## config.mk

```make
export PLATFORM = sky130hd
export DESIGN_NAME = csr_file_top
export DESIGN_NICKNAME = d
export VERILOG_FILES = /design/src/csr_pkg.sv /design/src/hpm_pkg.sv /design/src/hpm_ctrl_if.sv /design/src/csr_access_decode.sv /design/src/csr_file_top.sv /design/src/csr_read_mux.sv /design/src/csr_trap_regs.sv /design/src/hpm_control.sv /design/src/hpm_counter.sv
export SDC_FILE = /design/constraint.sdc
export NUM_CORES = 2
export LEC_CHECK = 0
export BUFFER_PORTS_ARGS = -buffer_cell sky130_fd_sc_hd__buf_2
export CORE_UTILIZATION = 45
export DETAILED_ROUTE_END_ITERATION = 7
export PLACE_DENSITY = 0.69
export SLEW_MARGIN = 5
export SYNTH_ARGS = -nofsm -noshare
export SYNTH_HDL_FRONTEND = slang
export SYNTH_SLANG_ARGS = --single-unit
export TNS_END_PERCENT = 10
```

## constraint.sdc

```tcl
create_clock -name clk_i -period 4.43 [get_ports clk_i]
set_input_delay 0 -clock clk_i [delete_from_list [all_inputs] [get_ports clk_i]]
set_output_delay 0 -clock clk_i [all_outputs]
set_load 0.05 [all_outputs]
```

## src/csr_pkg.sv

```systemverilog
/* machine CSR definitions */
`default_nettype none

package csr_pkg;

  ////////////////////////////////////////////////////////////
  // address map
  ////////////////////////////////////////////////////////////

  typedef enum logic [11:0] {
    CSR_MSTATUS       = 12'h300,
    CSR_MISA          = 12'h301,
    CSR_MIE           = 12'h304,
    CSR_MTVEC         = 12'h305,
    CSR_MCOUNTINHIBIT = 12'h320,
    CSR_MSCRATCH      = 12'h340,
    CSR_MEPC          = 12'h341,
    CSR_MCAUSE        = 12'h342,
    CSR_MTVAL         = 12'h343,
    CSR_MIP           = 12'h344,
    CSR_MCYCLE        = 12'hB00,
    CSR_MINSTRET      = 12'hB02,
    CSR_MCYCLEH       = 12'hB80,
    CSR_MINSTRETH     = 12'hB82
  } csr_num_e;

  typedef enum logic [1:0] {
    CSR_OP_READ  = 2'd0,
    CSR_OP_WRITE = 2'd1,
    CSR_OP_SET   = 2'd2,
    CSR_OP_CLEAR = 2'd3
  } csr_op_e;

  // counter space view: upper 7 bits select the bank, low 5 the slot
  typedef struct packed {
    logic [6:0] base;
    logic [4:0] idx;
  } csr_cnt_addr_t;

  typedef union packed {
    csr_num_e      num;
    csr_cnt_addr_t cnt;
  } csr_addr_u;

  localparam logic [6:0] CntBaseEvent = 7'h19; // mhpmevent, 0x320
  localparam logic [6:0] CntBaseLow   = 7'h58; // mhpmcounter, 0xB00
  localparam logic [6:0] CntBaseHigh  = 7'h5C; // mhpmcounterh, 0xB80

  ////////////////////////////////////////////////////////////
  // field positions and constants
  ////////////////////////////////////////////////////////////

  localparam int unsigned IrqSoftBit     = 3;
  localparam int unsigned IrqTimerBit    = 7;
  localparam int unsigned IrqExtBit      = 11;
  localparam int unsigned MstatusMieBit  = 3;
  localparam int unsigned MstatusMpieBit = 7;
  localparam int unsigned MstatusMppLsb  = 11; // 2-bit field

  localparam logic [1:0]  PrivLvlM  = 2'b11;
  localparam logic [31:0] MisaValue = 32'h4000_0104; // mxl=1, I, C

  typedef struct packed {
    logic software;
    logic timer;
    logic external;
  } irq_bits_t;

  typedef struct packed {
    logic       mie;
    logic       mpie;
    logic [1:0] mpp;
  } mstatus_t;

  typedef struct packed {
    logic       irq;  // interrupt, not exception
    logic [4:0] code;
  } exc_cause_t;

endpackage

`default_nettype wire

```

## src/hpm_pkg.sv

```systemverilog
/* performance monitor definitions */
`default_nettype none

package hpm_pkg;

  localparam int unsigned NumSlots     = 32;
  localparam int unsigned SlotCycle    = 0;
  localparam int unsigned SlotInstret  = 2;
  localparam int unsigned SlotFirstHpm = 3;

  // hardwired event per hpm slot
  typedef enum logic [4:0] {
    EvLsuWait       = 5'd3,  // data side stalls
    EvFetchWait     = 5'd4,  // instr fetch stalls
    EvLoad          = 5'd5,
    EvStore         = 5'd6,
    EvJump          = 5'd7,
    EvBranch        = 5'd8,
    EvBranchTaken   = 5'd9,
    EvRetCompressed = 5'd10
  } hpm_event_e;

  typedef logic [63:0] cnt_word_t;

endpackage

`default_nettype wire

```

## src/hpm_ctrl_if.sv

```systemverilog
/* counter control bundle */
`timescale 1ns/1ps
`default_nettype none

interface hpm_ctrl_if;
  import hpm_pkg::*;

  logic [31:0]         wdata;  // resolved csr write word
  logic [NumSlots-1:0] we_lo;  // low half load, per slot
  logic [NumSlots-1:0] we_hi;  // high half load, per slot
  logic [NumSlots-1:0] incr;   // already gated by inhibit

  modport ctrl (
    output wdata,
    output we_lo,
    output we_hi,
    output incr
  );

  modport cnt (
    input wdata,
    input we_lo,
    input we_hi,
    input incr
  );

endinterface

`default_nettype wire

```

## src/csr_access_decode.sv

```systemverilog
/* csr operation decode */
`timescale 1ns/1ps
`default_nettype none

module csr_access_decode (
  input  wire logic               csr_access_i,
  input  wire csr_pkg::csr_num_e  csr_addr_i,
  input  wire csr_pkg::csr_op_e   csr_op_i,
  input  wire logic [31:0]        csr_wdata_i,
  input  wire logic               instr_new_id_i,
  input  wire logic [31:0]        rdata_i,       // current value, for set/clear
  input  wire logic               csr_exists_i,
  output csr_pkg::csr_addr_u      addr_o,
  output logic [31:0]             wdata_o,
  output logic                    csr_we_o,
  output logic                    illegal_o
);
  import csr_pkg::*;

  logic wreq;      // op modifies the csr
  logic ro_write;  // write into read-only space

  assign addr_o.num = csr_addr_i;

  // resolve op into the word that gets stored
  always_comb begin
    wreq = 1'b1;
    unique case (csr_op_i)
      CSR_OP_WRITE: wdata_o = csr_wdata_i;
      CSR_OP_SET:   wdata_o = csr_wdata_i | rdata_i;
      CSR_OP_CLEAR: wdata_o = ~csr_wdata_i & rdata_i;
      default: begin  // plain read
        wdata_o = csr_wdata_i;
        wreq    = 1'b0;
      end
    endcase
  end

  // one write per instruction
  assign csr_we_o = wreq & instr_new_id_i;

  // addr[11:10] == 2'b11 marks read-only csrs
  assign ro_write  = csr_access_i & wreq & (csr_addr_i[11:10] == 2'b11);
  assign illegal_o = ~csr_exists_i | ro_write;

endmodule

`default_nettype wire

```

## src/csr_file_top.sv

```systemverilog
/* machine csr file */
`timescale 1ns/1ps
`default_nettype none

module csr_file_top #(
  parameter int unsigned MHPMCounterNum   = 8,
  parameter int unsigned MHPMCounterWidth = 40
) (
  input  wire logic                clk_i,
  input  wire logic                rst_ni,
  // csr port
  input  wire logic                csr_access_i,
  input  wire csr_pkg::csr_num_e   csr_addr_i,
  input  wire csr_pkg::csr_op_e    csr_op_i,
  input  wire logic [31:0]         csr_wdata_i,
  input  wire logic                instr_new_id_i,
  output logic [31:0]              csr_rdata_o,
  output logic                     illegal_csr_insn_o,
  // interrupts
  input  wire logic                irq_software_i,
  input  wire logic                irq_timer_i,
  input  wire logic                irq_external_i,
  output logic                     irq_pending_o,
  output logic                     csr_msip_o,
  output logic                     csr_mtip_o,
  output logic                     csr_meip_o,
  output logic                     csr_mstatus_mie_o,
  output logic [31:0]              csr_mepc_o,
  output logic [31:0]              csr_mtvec_o,
  // trap controller
  input  wire logic [31:0]         pc_if_i,
  input  wire logic [31:0]         pc_id_i,
  input  wire logic                csr_save_if_i,
  input  wire logic                csr_save_id_i,
  input  wire logic                csr_save_cause_i,
  input  wire csr_pkg::exc_cause_t csr_mcause_i,
  input  wire logic [31:0]         csr_mtval_i,
  input  wire logic                csr_restore_mret_i,
  // events
  input  wire logic                instr_ret_i,
  input  wire logic                instr_ret_compressed_i,
  input  wire logic                imiss_i,
  input  wire logic                pc_set_i,
  input  wire logic                jump_i,
  input  wire logic                branch_i,
  input  wire logic                branch_taken_i,
  input  wire logic                mem_load_i,
  input  wire logic                mem_store_i,
  input  wire logic                lsu_busy_i
);
  import csr_pkg::*;
  import hpm_pkg::*;

  csr_addr_u   addr;
  logic [31:0] wdata, mscratch, mtval, mcountinhibit;
  logic        csr_we, csr_exists;
  mstatus_t    mstatus;
  irq_bits_t   mie, mip;
  exc_cause_t  mcause;
  cnt_word_t   counter_value [NumSlots];

  hpm_ctrl_if hpm_ctrl ();

  csr_access_decode i_decode (
    .csr_access_i, .csr_addr_i, .csr_op_i, .csr_wdata_i, .instr_new_id_i,
    .rdata_i      (csr_rdata_o),
    .csr_exists_i (csr_exists),
    .addr_o       (addr),
    .wdata_o      (wdata),
    .csr_we_o     (csr_we),
    .illegal_o    (illegal_csr_insn_o)
  );

  csr_trap_regs i_trap (
    .clk_i, .rst_ni,
    .addr_i   (addr),
    .wdata_i  (wdata),
    .csr_we_i (csr_we),
    .irq_software_i, .irq_timer_i, .irq_external_i,
    .pc_if_i, .pc_id_i, .csr_save_if_i, .csr_save_id_i, .csr_save_cause_i,
    .csr_mcause_i, .csr_mtval_i, .csr_restore_mret_i,
    .mstatus_o  (mstatus),
    .mie_o      (mie),
    .mip_o      (mip),
    .mscratch_o (mscratch),
    .mepc_o     (csr_mepc_o),
    .mcause_o   (mcause),
    .mtval_o    (mtval),
    .mtvec_o    (csr_mtvec_o),
    .irq_pending_o
  );

  hpm_control #(.MHPMCounterNum(MHPMCounterNum)) i_hpm_ctrl (
    .clk_i, .rst_ni,
    .addr_i   (addr),
    .wdata_i  (wdata),
    .csr_we_i (csr_we),
    .instr_ret_i, .instr_ret_compressed_i, .imiss_i, .pc_set_i, .jump_i,
    .branch_i, .branch_taken_i, .mem_load_i, .mem_store_i, .lsu_busy_i,
    .mcountinhibit_o (mcountinhibit),
    .ctrl            (hpm_ctrl)
  );

  ////////////////////////////////////////////////////////////
  // counter slots
  ////////////////////////////////////////////////////////////

  for (genvar s = 0; s < NumSlots; s++) begin : g_slot
    if (s == SlotCycle || s == SlotInstret ||
        (s >= SlotFirstHpm && s < SlotFirstHpm + MHPMCounterNum)) begin : g_cnt
      hpm_counter #(.Width(s < SlotFirstHpm ? 64 : MHPMCounterWidth)) i_cnt (
        .clk_i, .rst_ni,
        .slot_i  (5'(s)),
        .cnt     (hpm_ctrl),
        .value_o (counter_value[s])
      );
    end else begin : g_none
      assign counter_value[s] = '0;  // reserved or unused slot
    end
  end

  csr_read_mux #(
    .MHPMCounterNum   (MHPMCounterNum),
    .MHPMCounterWidth (MHPMCounterWidth)
  ) i_rmux (
    .csr_access_i,
    .addr_i          (addr),
    .mstatus_i       (mstatus),
    .mie_i           (mie),
    .mip_i           (mip),
    .mscratch_i      (mscratch),
    .mepc_i          (csr_mepc_o),
    .mcause_i        (mcause),
    .mtval_i         (mtval),
    .mtvec_i         (csr_mtvec_o),
    .mcountinhibit_i (mcountinhibit),
    .counter_value_i (counter_value),
    .rdata_o         (csr_rdata_o),
    .csr_exists_o    (csr_exists)
  );

  assign csr_msip_o        = mip.software;
  assign csr_mtip_o        = mip.timer;
  assign csr_meip_o        = mip.external;
  assign csr_mstatus_mie_o = mstatus.mie;

endmodule

`default_nettype wire

```

## src/csr_read_mux.sv

```systemverilog
/* csr read select */
`timescale 1ns/1ps
`default_nettype none

module csr_read_mux #(
  parameter int unsigned MHPMCounterNum   = 8,
  parameter int unsigned MHPMCounterWidth = 40
) (
  input  wire logic                csr_access_i,
  input  wire csr_pkg::csr_addr_u  addr_i,
  input  wire csr_pkg::mstatus_t   mstatus_i,
  input  wire csr_pkg::irq_bits_t  mie_i,
  input  wire csr_pkg::irq_bits_t  mip_i,
  input  wire logic [31:0]         mscratch_i,
  input  wire logic [31:0]         mepc_i,
  input  wire csr_pkg::exc_cause_t mcause_i,
  input  wire logic [31:0]         mtval_i,
  input  wire logic [31:0]         mtvec_i,
  input  wire logic [31:0]         mcountinhibit_i,
  input  wire hpm_pkg::cnt_word_t  counter_value_i [hpm_pkg::NumSlots],
  output logic [31:0]              rdata_o,
  output logic                     csr_exists_o
);
  import csr_pkg::*;
  import hpm_pkg::*;

  localparam cnt_word_t HpmMask = {64{1'b1}} >> (64 - MHPMCounterWidth);

  logic [4:0] idx;
  logic       hpm_slot;  // idx names a real hpm counter
  logic       exists;
  cnt_word_t  cnt_sel;

  assign idx      = addr_i.cnt.idx;
  assign hpm_slot = (idx >= SlotFirstHpm) && (idx < SlotFirstHpm + MHPMCounterNum);
  assign cnt_sel  = counter_value_i[idx] & HpmMask;

  always_comb begin
    rdata_o = '0;
    exists  = 1'b1;
    case (addr_i.num)
      CSR_MSTATUS: begin
        rdata_o[MstatusMieBit]                     = mstatus_i.mie;
        rdata_o[MstatusMpieBit]                    = mstatus_i.mpie;
        rdata_o[MstatusMppLsb+1:MstatusMppLsb]     = mstatus_i.mpp;
      end
      CSR_MISA: rdata_o = MisaValue;
      CSR_MIE: begin
        rdata_o[IrqSoftBit]  = mie_i.software;
        rdata_o[IrqTimerBit] = mie_i.timer;
        rdata_o[IrqExtBit]   = mie_i.external;
      end
      CSR_MIP: begin
        rdata_o[IrqSoftBit]  = mip_i.software;
        rdata_o[IrqTimerBit] = mip_i.timer;
        rdata_o[IrqExtBit]   = mip_i.external;
      end
      CSR_MSCRATCH:      rdata_o = mscratch_i;
      CSR_MEPC:          rdata_o = mepc_i;
      CSR_MCAUSE:        rdata_o = {mcause_i.irq, 26'b0, mcause_i.code};
      CSR_MTVAL:         rdata_o = mtval_i;
      CSR_MTVEC:         rdata_o = mtvec_i;
      CSR_MCOUNTINHIBIT: rdata_o = mcountinhibit_i;
      CSR_MCYCLE:        rdata_o = counter_value_i[SlotCycle][31:0];
      CSR_MCYCLEH:       rdata_o = counter_value_i[SlotCycle][63:32];
      CSR_MINSTRET:      rdata_o = counter_value_i[SlotInstret][31:0];
      CSR_MINSTRETH:     rdata_o = counter_value_i[SlotInstret][63:32];
      default: begin
        // counter banks, slots 0..2 are covered above or reserved
        if (!hpm_slot) begin
          exists = 1'b0;
        end else if (addr_i.cnt.base == CntBaseEvent) begin
          rdata_o = 32'd1 << idx;  // hardwired one-hot selector
        end else if (addr_i.cnt.base == CntBaseLow) begin
          rdata_o = cnt_sel[31:0];
        end else if (addr_i.cnt.base == CntBaseHigh) begin
          rdata_o = cnt_sel[63:32];
        end else begin
          exists = 1'b0;
        end
      end
    endcase
  end

  // only a real access can miss
  assign csr_exists_o = exists | ~csr_access_i;

endmodule

`default_nettype wire

```

## src/csr_trap_regs.sv

```systemverilog
/* machine trap registers */
`timescale 1ns/1ps
`default_nettype none

module csr_trap_regs (
  input  wire logic                clk_i,
  input  wire logic                rst_ni,
  input  wire csr_pkg::csr_addr_u  addr_i,
  input  wire logic [31:0]         wdata_i,
  input  wire logic                csr_we_i,
  input  wire logic                irq_software_i,
  input  wire logic                irq_timer_i,
  input  wire logic                irq_external_i,
  input  wire logic [31:0]         pc_if_i,
  input  wire logic [31:0]         pc_id_i,
  input  wire logic                csr_save_if_i,
  input  wire logic                csr_save_id_i,
  input  wire logic                csr_save_cause_i,
  input  wire csr_pkg::exc_cause_t csr_mcause_i,
  input  wire logic [31:0]         csr_mtval_i,
  input  wire logic                csr_restore_mret_i,
  output csr_pkg::mstatus_t        mstatus_o,
  output csr_pkg::irq_bits_t       mie_o,
  output csr_pkg::irq_bits_t       mip_o,
  output logic [31:0]              mscratch_o,
  output logic [31:0]              mepc_o,
  output csr_pkg::exc_cause_t      mcause_o,
  output logic [31:0]              mtval_o,
  output logic [31:0]              mtvec_o,
  output logic                     irq_pending_o
);
  import csr_pkg::*;

  mstatus_t    mstatus_q, mstatus_d;
  irq_bits_t   mie_q, mie_d;
  logic [31:0] mscratch_q, mscratch_d;
  logic [31:0] mepc_q, mepc_d;
  exc_cause_t  mcause_q, mcause_d;
  logic [31:0] mtval_q, mtval_d;
  logic [31:0] mtvec_q, mtvec_d;
  logic [31:0] exc_pc;

  // trap controller picks the stage, id unless if alone is flagged
  assign exc_pc = (csr_save_if_i && !csr_save_id_i) ? pc_if_i : pc_id_i;

  ////////////////////////////////////////////////////////////
  // next state
  ////////////////////////////////////////////////////////////

  always_comb begin
    mstatus_d  = mstatus_q;
    mie_d      = mie_q;
    mscratch_d = mscratch_q;
    mepc_d     = mepc_q;
    mcause_d   = mcause_q;
    mtval_d    = mtval_q;
    mtvec_d    = mtvec_q;

    if (csr_we_i) begin
      case (addr_i.num)
        CSR_MSTATUS: begin
          mstatus_d.mie  = wdata_i[MstatusMieBit];
          mstatus_d.mpie = wdata_i[MstatusMpieBit];
          mstatus_d.mpp  = PrivLvlM;  // m-mode only
        end
        CSR_MIE: begin
          mie_d.software = wdata_i[IrqSoftBit];
          mie_d.timer    = wdata_i[IrqTimerBit];
          mie_d.external = wdata_i[IrqExtBit];
        end
        CSR_MSCRATCH: mscratch_d = wdata_i;
        CSR_MEPC:     mepc_d     = {wdata_i[31:1], 1'b0};  // halfword aligned
        CSR_MCAUSE:   mcause_d   = '{irq: wdata_i[31], code: wdata_i[4:0]};
        CSR_MTVAL:    mtval_d    = wdata_i;
        CSR_MTVEC:    mtvec_d    = wdata_i;
        default: ;
      endcase
    end

    // trap entry wins over a software write
    if (csr_save_cause_i) begin
      mepc_d         = exc_pc;
      mcause_d       = csr_mcause_i;
      mtval_d        = csr_mtval_i;
      mstatus_d.mpie = mstatus_q.mie;
      mstatus_d.mie  = 1'b0;  // mask irqs in handler
      mstatus_d.mpp  = PrivLvlM;
    end else if (csr_restore_mret_i) begin
      mstatus_d.mie  = mstatus_q.mpie;
      mstatus_d.mpie = 1'b1;
    end
  end

  always_ff @(posedge clk_i or negedge rst_ni) begin
    if (!rst_ni) begin
      mstatus_q  <= '{mie: 1'b0, mpie: 1'b0, mpp: PrivLvlM};
      mie_q      <= '0;
      mscratch_q <= '0;
      mepc_q     <= '0;
      mcause_q   <= '0;
      mtval_q    <= '0;
      mtvec_q    <= '1;
    end else begin
      mstatus_q  <= mstatus_d;
      mie_q      <= mie_d;
      mscratch_q <= mscratch_d;
      mepc_q     <= mepc_d;
      mcause_q   <= mcause_d;
      mtval_q    <= mtval_d;
      mtvec_q    <= mtvec_d;
    end
  end

  // pending is live, no flop in the path
  assign mip_o.software = irq_software_i & mie_q.software;
  assign mip_o.timer    = irq_timer_i & mie_q.timer;
  assign mip_o.external = irq_external_i & mie_q.external;
  assign irq_pending_o  = mip_o.software | mip_o.timer | mip_o.external;

  assign mstatus_o  = mstatus_q;
  assign mie_o      = mie_q;
  assign mscratch_o = mscratch_q;
  assign mepc_o     = mepc_q;
  assign mcause_o   = mcause_q;
  assign mtval_o    = mtval_q;
  assign mtvec_o    = mtvec_q;

endmodule

`default_nettype wire

```

## src/hpm_control.sv

```systemverilog
/* performance monitor control */
`timescale 1ns/1ps
`default_nettype none

module hpm_control #(
  parameter int unsigned MHPMCounterNum = 8
) (
  input  wire logic               clk_i,
  input  wire logic               rst_ni,
  input  wire csr_pkg::csr_addr_u addr_i,
  input  wire logic [31:0]        wdata_i,
  input  wire logic               csr_we_i,
  input  wire logic               instr_ret_i,
  input  wire logic               instr_ret_compressed_i,
  input  wire logic               imiss_i,
  input  wire logic               pc_set_i,
  input  wire logic               jump_i,
  input  wire logic               branch_i,
  input  wire logic               branch_taken_i,
  input  wire logic               mem_load_i,
  input  wire logic               mem_store_i,
  input  wire logic               lsu_busy_i,
  output logic [31:0]             mcountinhibit_o,
  hpm_ctrl_if.ctrl                ctrl
);
  import csr_pkg::*;
  import hpm_pkg::*;

  // absent slots always read as inhibited
  localparam logic [31:0] InhibitForce =
      32'(~((64'd1 << (SlotFirstHpm + MHPMCounterNum)) - 64'd1));

  logic [31:0]         inhibit_q;
  logic [NumSlots-1:0] event_lvl;

  always_ff @(posedge clk_i or negedge rst_ni) begin
    if (!rst_ni) begin
      inhibit_q <= '0;
    end else if (csr_we_i && addr_i.num == CSR_MCOUNTINHIBIT) begin
      inhibit_q    <= wdata_i;
      inhibit_q[1] <= 1'b0;  // no time counter here
    end
  end

  assign mcountinhibit_o = inhibit_q | InhibitForce;

  ////////////////////////////////////////////////////////////
  // event routing
  ////////////////////////////////////////////////////////////

  always_comb begin
    event_lvl                  = '0;
    event_lvl[SlotCycle]       = 1'b1;
    event_lvl[SlotInstret]     = instr_ret_i;
    event_lvl[EvLsuWait]       = lsu_busy_i;
    event_lvl[EvFetchWait]     = imiss_i & ~pc_set_i;  // skip redirect cycles
    event_lvl[EvLoad]          = mem_load_i;
    event_lvl[EvStore]         = mem_store_i;
    event_lvl[EvJump]          = jump_i;
    event_lvl[EvBranch]        = branch_i;
    event_lvl[EvBranchTaken]   = branch_taken_i;
    event_lvl[EvRetCompressed] = instr_ret_compressed_i;
  end

  assign ctrl.incr  = event_lvl & ~mcountinhibit_o;
  assign ctrl.wdata = wdata_i;

  // mcycle/minstret share the bank layout, so one decode covers all
  always_comb begin
    ctrl.we_lo = '0;
    ctrl.we_hi = '0;
    if (csr_we_i) begin
      if (addr_i.cnt.base == CntBaseLow) ctrl.we_lo[addr_i.cnt.idx] = 1'b1;
      if (addr_i.cnt.base == CntBaseHigh) ctrl.we_hi[addr_i.cnt.idx] = 1'b1;
    end
  end

endmodule

`default_nettype wire

```

## src/hpm_counter.sv

```systemverilog
/* performance counter */
`timescale 1ns/1ps
`default_nettype none

module hpm_counter #(
  parameter int unsigned Width = 64
) (
  input  wire logic       clk_i,
  input  wire logic       rst_ni,
  input  wire logic [4:0] slot_i,  // fixed per instance
  hpm_ctrl_if.cnt         cnt,
  output hpm_pkg::cnt_word_t value_o
);
  import hpm_pkg::*;

  localparam cnt_word_t Mask = {64{1'b1}} >> (64 - Width);

  cnt_word_t cnt_q, cnt_d;

  always_comb begin
    cnt_d = cnt_q;
    // software write overrides the increment
    if (cnt.we_lo[slot_i]) begin
      cnt_d[31:0] = cnt.wdata;
    end else if (cnt.we_hi[slot_i]) begin
      cnt_d[63:32] = cnt.wdata;
    end else if (cnt.incr[slot_i]) begin
      cnt_d = cnt_q + 64'd1;
    end
    cnt_d = cnt_d & Mask;  // wrap at Width
  end

  always_ff @(posedge clk_i or negedge rst_ni) begin
    if (!rst_ni) cnt_q <= '0;
    else         cnt_q <= cnt_d;
  end

  assign value_o = cnt_q;

endmodule

`default_nettype wire

```

==> impl_results.md <==
- Result of the run: finished with violations
- Violations in the final reports: negative hold slack
- Net count of the finished layout: 5322
- Die W: 300 um
- RSZ-0062 raised after global routing: false
- Initial Utilization: 45.7%
- Slowest Stage Delay on Critical Path: 0.85 ns
- Total GRT Usage: 49.0%
- Slew Limit Headroom: 1.94%
- Tightest Pin Transition: 1.47 ns
- Height of the die: 300 um
- Data required time of the worst path: 5.01 ns
- Number of cells produced by synthesis: 4669
- Worst hold-check path type: input pin to async pin
- Number of H-tree branching levels: 3
- Category of the most critical setup path: input pin to flip-flop
- Average wire length per cell after detail routing: 35.1 um
- MaxCap Viol Count: 0
- Final total negative setup slack: 0 ns
- Sort of element at the start of the critical path: input pin
- Standby leakage power: 20.1 nW
- Register clock-pin slew on the reported worst setup and hold paths: 0.06 ns
- Overflow after GRT: 0
- Asr flop ratio synth: 100%
- Antenna violations before repair: 25
- Post-synth top flop: sky130_fd_sc_hd__dfrtp_1
- Hold slack: -0.0406 ns
- Number of buffer and inverter instances along the worst setup path: 5
- Total core area: 87300 um^2
- Gpl congestion: 1.14
- Iteration-0 DRC Markers: 7285
- Part of the cycle the worst path needs: 96.5%
- Boundary pin count: 271
- Count of flip-flops with a built-in enable after synthesis: 0
- VDD IR-drop max: 0.398 mV
- CTS tree: yes
- Detail Placement HPWL: 167 mm
- Crit path DAT: 4.85 ns
- Crit path launch: csr_addr_i[6]
- Post-synthesis instance area: 39900 um^2
- Sink Count: 597
- Non-Filler Cell Area, Final: 47800 um^2
- Seq cells post-synth: 597
- Largest net degree at the start of global routing: 124
- Clk Latency, worst-skew pair: 0.67 ns
- Worst clock skew: 0.0330 ns
- Standard-cell row count: 108
- Ordered cell list for the critical path: buf_2, and4bb_2, and2_1, buf_4, a21oi_1, a211oi_1, a21o_1, buf_4, nand2_1, o31a_1, dlygate4sd3_1, o21ai_0, dlygate4sd3_1
- Min cycle time layout: 4.27 ns
- Clock root buffer: sky130_fd_sc_hd__clkbuf_16
- Number of routed nets with antenna violations: 0
- Placed cell area: 43700 um^2
- Setup violation total in the final timing report: 0
- Number of global-route vias before repair: 40200
- Yosys warning total: 0
- Total via count in the routed design: 44100
- Max frequency: 234 MHz
- Post-cts gate resize count: 0
- Pwr/cell area: 331 nW/um^2
- Remaining design rule violation count: 0
- Synthesized netlist net count: 4848
- Max Transition Viols Final: 0
- Worst path top cell family by delay: buffers and inverters
- Drt total wl: 224 mm
- Global-route wire length before repair: 312 mm
- Ratio of cells with drive above 1 in the final layout: 17.3%
- Startpoint of the worst-slack reg-to-reg timing path: g_slot[8].g_cnt.i_cnt.value_o[11]
- Count of buffers inserted at the top-level ports: 270
- Detail-routed via count per cell: 6.92
- 1st-pass router iterations: 8
- Max Fanout on Critical Path: 13
- Buffers from clock root to sink, at most: 3
- Avg Cell Area, Syn: 8.54 um^2
- Fraction of the yosys area taken by sequential cells: 37.6%
- Synthesis-to-finish area growth: 19.9%
- Slowest cell on crit path: sky130_fd_sc_hd__and2_1
- Floorplan die area: 89800 um^2
- Count of distinct cell types in the synthesized netlist: 108
- Clock buffer count from CTS: 72
- Endpoints failing hold: 11
- Nature of the critical path endpoint: flip-flop
cell usage after synthesis (30+ instances only):
library cell / n / share of area [%]
sky130_fd_sc_hd__a211oi_1: 41 / 0.77
sky130_fd_sc_hd__nor3_1: 120 / 1.5
sky130_fd_sc_hd__and2_1: 36 / 0.57
sky130_fd_sc_hd__mux4_2: 30 / 1.7
sky130_fd_sc_hd__and4_1: 43 / 0.95
sky130_fd_sc_hd__a21oi_1: 313 / 3.9
sky130_fd_sc_hd__o211ai_1: 41 / 0.77
sky130_fd_sc_hd__mux2_2: 55 / 1.6
sky130_fd_sc_hd__xnor2_1: 193 / 4.2
sky130_fd_sc_hd__nand3_1: 237 / 3.0
sky130_fd_sc_hd__and3_1: 88 / 1.4
sky130_fd_sc_hd__nand4_1: 108 / 1.7
sky130_fd_sc_hd__dfstp_2: 32 / 2.1
sky130_fd_sc_hd__inv_1: 53 / 0.50
sky130_fd_sc_hd__a21o_1: 34 / 0.64
sky130_fd_sc_hd__mux2i_1: 160 / 4.0
sky130_fd_sc_hd__nor4_1: 41 / 0.64
sky130_fd_sc_hd__dfrtp_1: 565 / 35
sky130_fd_sc_hd__o21ai_1: 48 / 0.60
sky130_fd_sc_hd__a31oi_1: 34 / 0.53
sky130_fd_sc_hd__xor2_1: 114 / 2.5
sky130_fd_sc_hd__nor3b_1: 31 / 0.58
sky130_fd_sc_hd__clkbuf_1: 176 / 1.7
sky130_fd_sc_hd__nor2_1: 392 / 3.7
sky130_fd_sc_hd__a22oi_1: 80 / 1.5
sky130_fd_sc_hd__buf_2: 80 / 1.0
sky130_fd_sc_hd__o21ai_0: 454 / 5.7
sky130_fd_sc_hd__nand2_1: 552 / 5.2
per-stage QoR:
stage / worst slack [ns] / instances / total power, mW / hold WS (ns) / util [%]
2_1_floorplan: 1.19 / 4669 / 7.95 / -0.296 / -
3_3_place_gp: 0.609 / 6067 / 9.32 / 0.126 / 50.1
3_5_place_dp: 0.671 / 6067 / 9.34 / 0.122 / 50.1
4_1_cts: 0.504 / 6354 / 15.6 / 0.00286 / 54.7
5_1_grt: 0.258 / 6357 / 16.2 / 0.0416 / 54.7
6_report: 0.156 / 6370 / 15.8 / -0.0406 / 54.8
cells by family (layout without fill, tap and decap cells):
group | after synthesis | after routing | synth area share, %
flip-flops | 597 | 597 | 37.6
multiplexers | 245 | 245 | 7.27
adder cells (fa/ha/maj) | 10 | 10 | 0.314
AND/OR/NAND/NOR | 1813 | 1813 | 22.7
XOR/XNOR | 307 | 307 | 6.75
other | 0 | 16 | 0
AO/OA/AOI/OAI | 1325 | 1325 | 21.0
buffers and inverters | 372 | 902 | 4.40
layer usage:
layer	vias to the layer above	GRT usage, %	part of all wire (%)
met4	18	26.9	6.7
met3	798	17.8	14
met5	-	0	0.077
met2	3632	67.0	40
li1	18100	-	-
met1	21600	66.8	39
area by class of cell:
class                   count  area (um^2)
repair buffers            716         5410
diodes                     16         40.0
well taps                1155         1450
clock inverters            26          382
fillers                  8017        39500
inverters                  56          210
multi-input cells        3700        23300
clock buffers             104         2060
flip-flops and latches    597        15000
registers in the layout (all words and copies together), names as in the netlist:
register                    cells
i_trap.mcause_o                 6
i_trap.mtvec_o                 32
i_trap.mscratch_o              32
i_trap.mtval_o                 32
i_trap.mepc_o                  32
g_slot.g_cnt.i_cnt.value_o    448
i_trap.mie_o                    3
i_trap.mstatus_o                2
i_hpm_ctrl.inhibit_q           10
path summary, 6_finish.rpt:
kind                       slack (ns)                                  to  depth (start not counted)
min in group clk_i               0.02    g_slot[6].g_cnt.i_cnt.value_o[2]                          7
max                              0.16                 i_trap.mstatus_o[3]                         13
min                             -0.04                   i_trap.mepc_o[24]                          2
max reg2reg                      0.27                  i_trap.mtval_o[11]                          9
min reg2reg                      0.48                  i_trap.mtvec_o[15]                          2
max in group asynchronous        3.12  g_slot[10].g_cnt.i_cnt.value_o[37]                          3
worst register-to-register path, stage by stage (launching register included):
cell and delay, ns:
sky130_fd_sc_hd__dfrtp_1 0.45, sky130_fd_sc_hd__mux2_2 0.34, sky130_fd_sc_hd__a221oi_1 0.68, sky130_fd_sc_hd__o21ai_0 0.42, sky130_fd_sc_hd__a22oi_1 0.47, sky130_fd_sc_hd__nand3_1 0.33, sky130_fd_sc_hd__a22oi_4 0.48, sky130_fd_sc_hd__a211oi_1 0.13
sky130_fd_sc_hd__a21o_1 0.20, sky130_fd_sc_hd__dlygate4sd3_1 0.56
power breakdown:
| group | internal, mW | switching, mW | leakage (nW) |
|---|---|---|---|
| Sequential | 5.86 | 0.720 | 7.69 |
| Clock | 3.58 | 2.67 | 1.19 |
| Combinational | 1.10 | 1.89 | 11.2 |
| Total | 10.5 | 5.27 | 20.1 |
cells in the final DEF (no fill, tap or decap), drive strengths merged, types with 108 or more instances in the layout:
cell type | synthesis | layout
xnor2 | 193 | 193
o21ai | 504 | 504
nor2 | 397 | 397
dfrtp | 565 | 565
nand4 | 108 | 108
buf | 140 | 559
a21oi | 316 | 316
nor3 | 122 | 122
dlygate4sd3 | 0 | 157
xor2 | 114 | 114
nand2 | 553 | 553
mux2i | 160 | 160
nand3 | 237 | 237
repair_timing:
action / CTS / global route
buffers inserted: 0 / 0
hold endpoints to repair: 264 / 0
hold buffers: 157 / 0
Power figures use the tool's default switching activity.
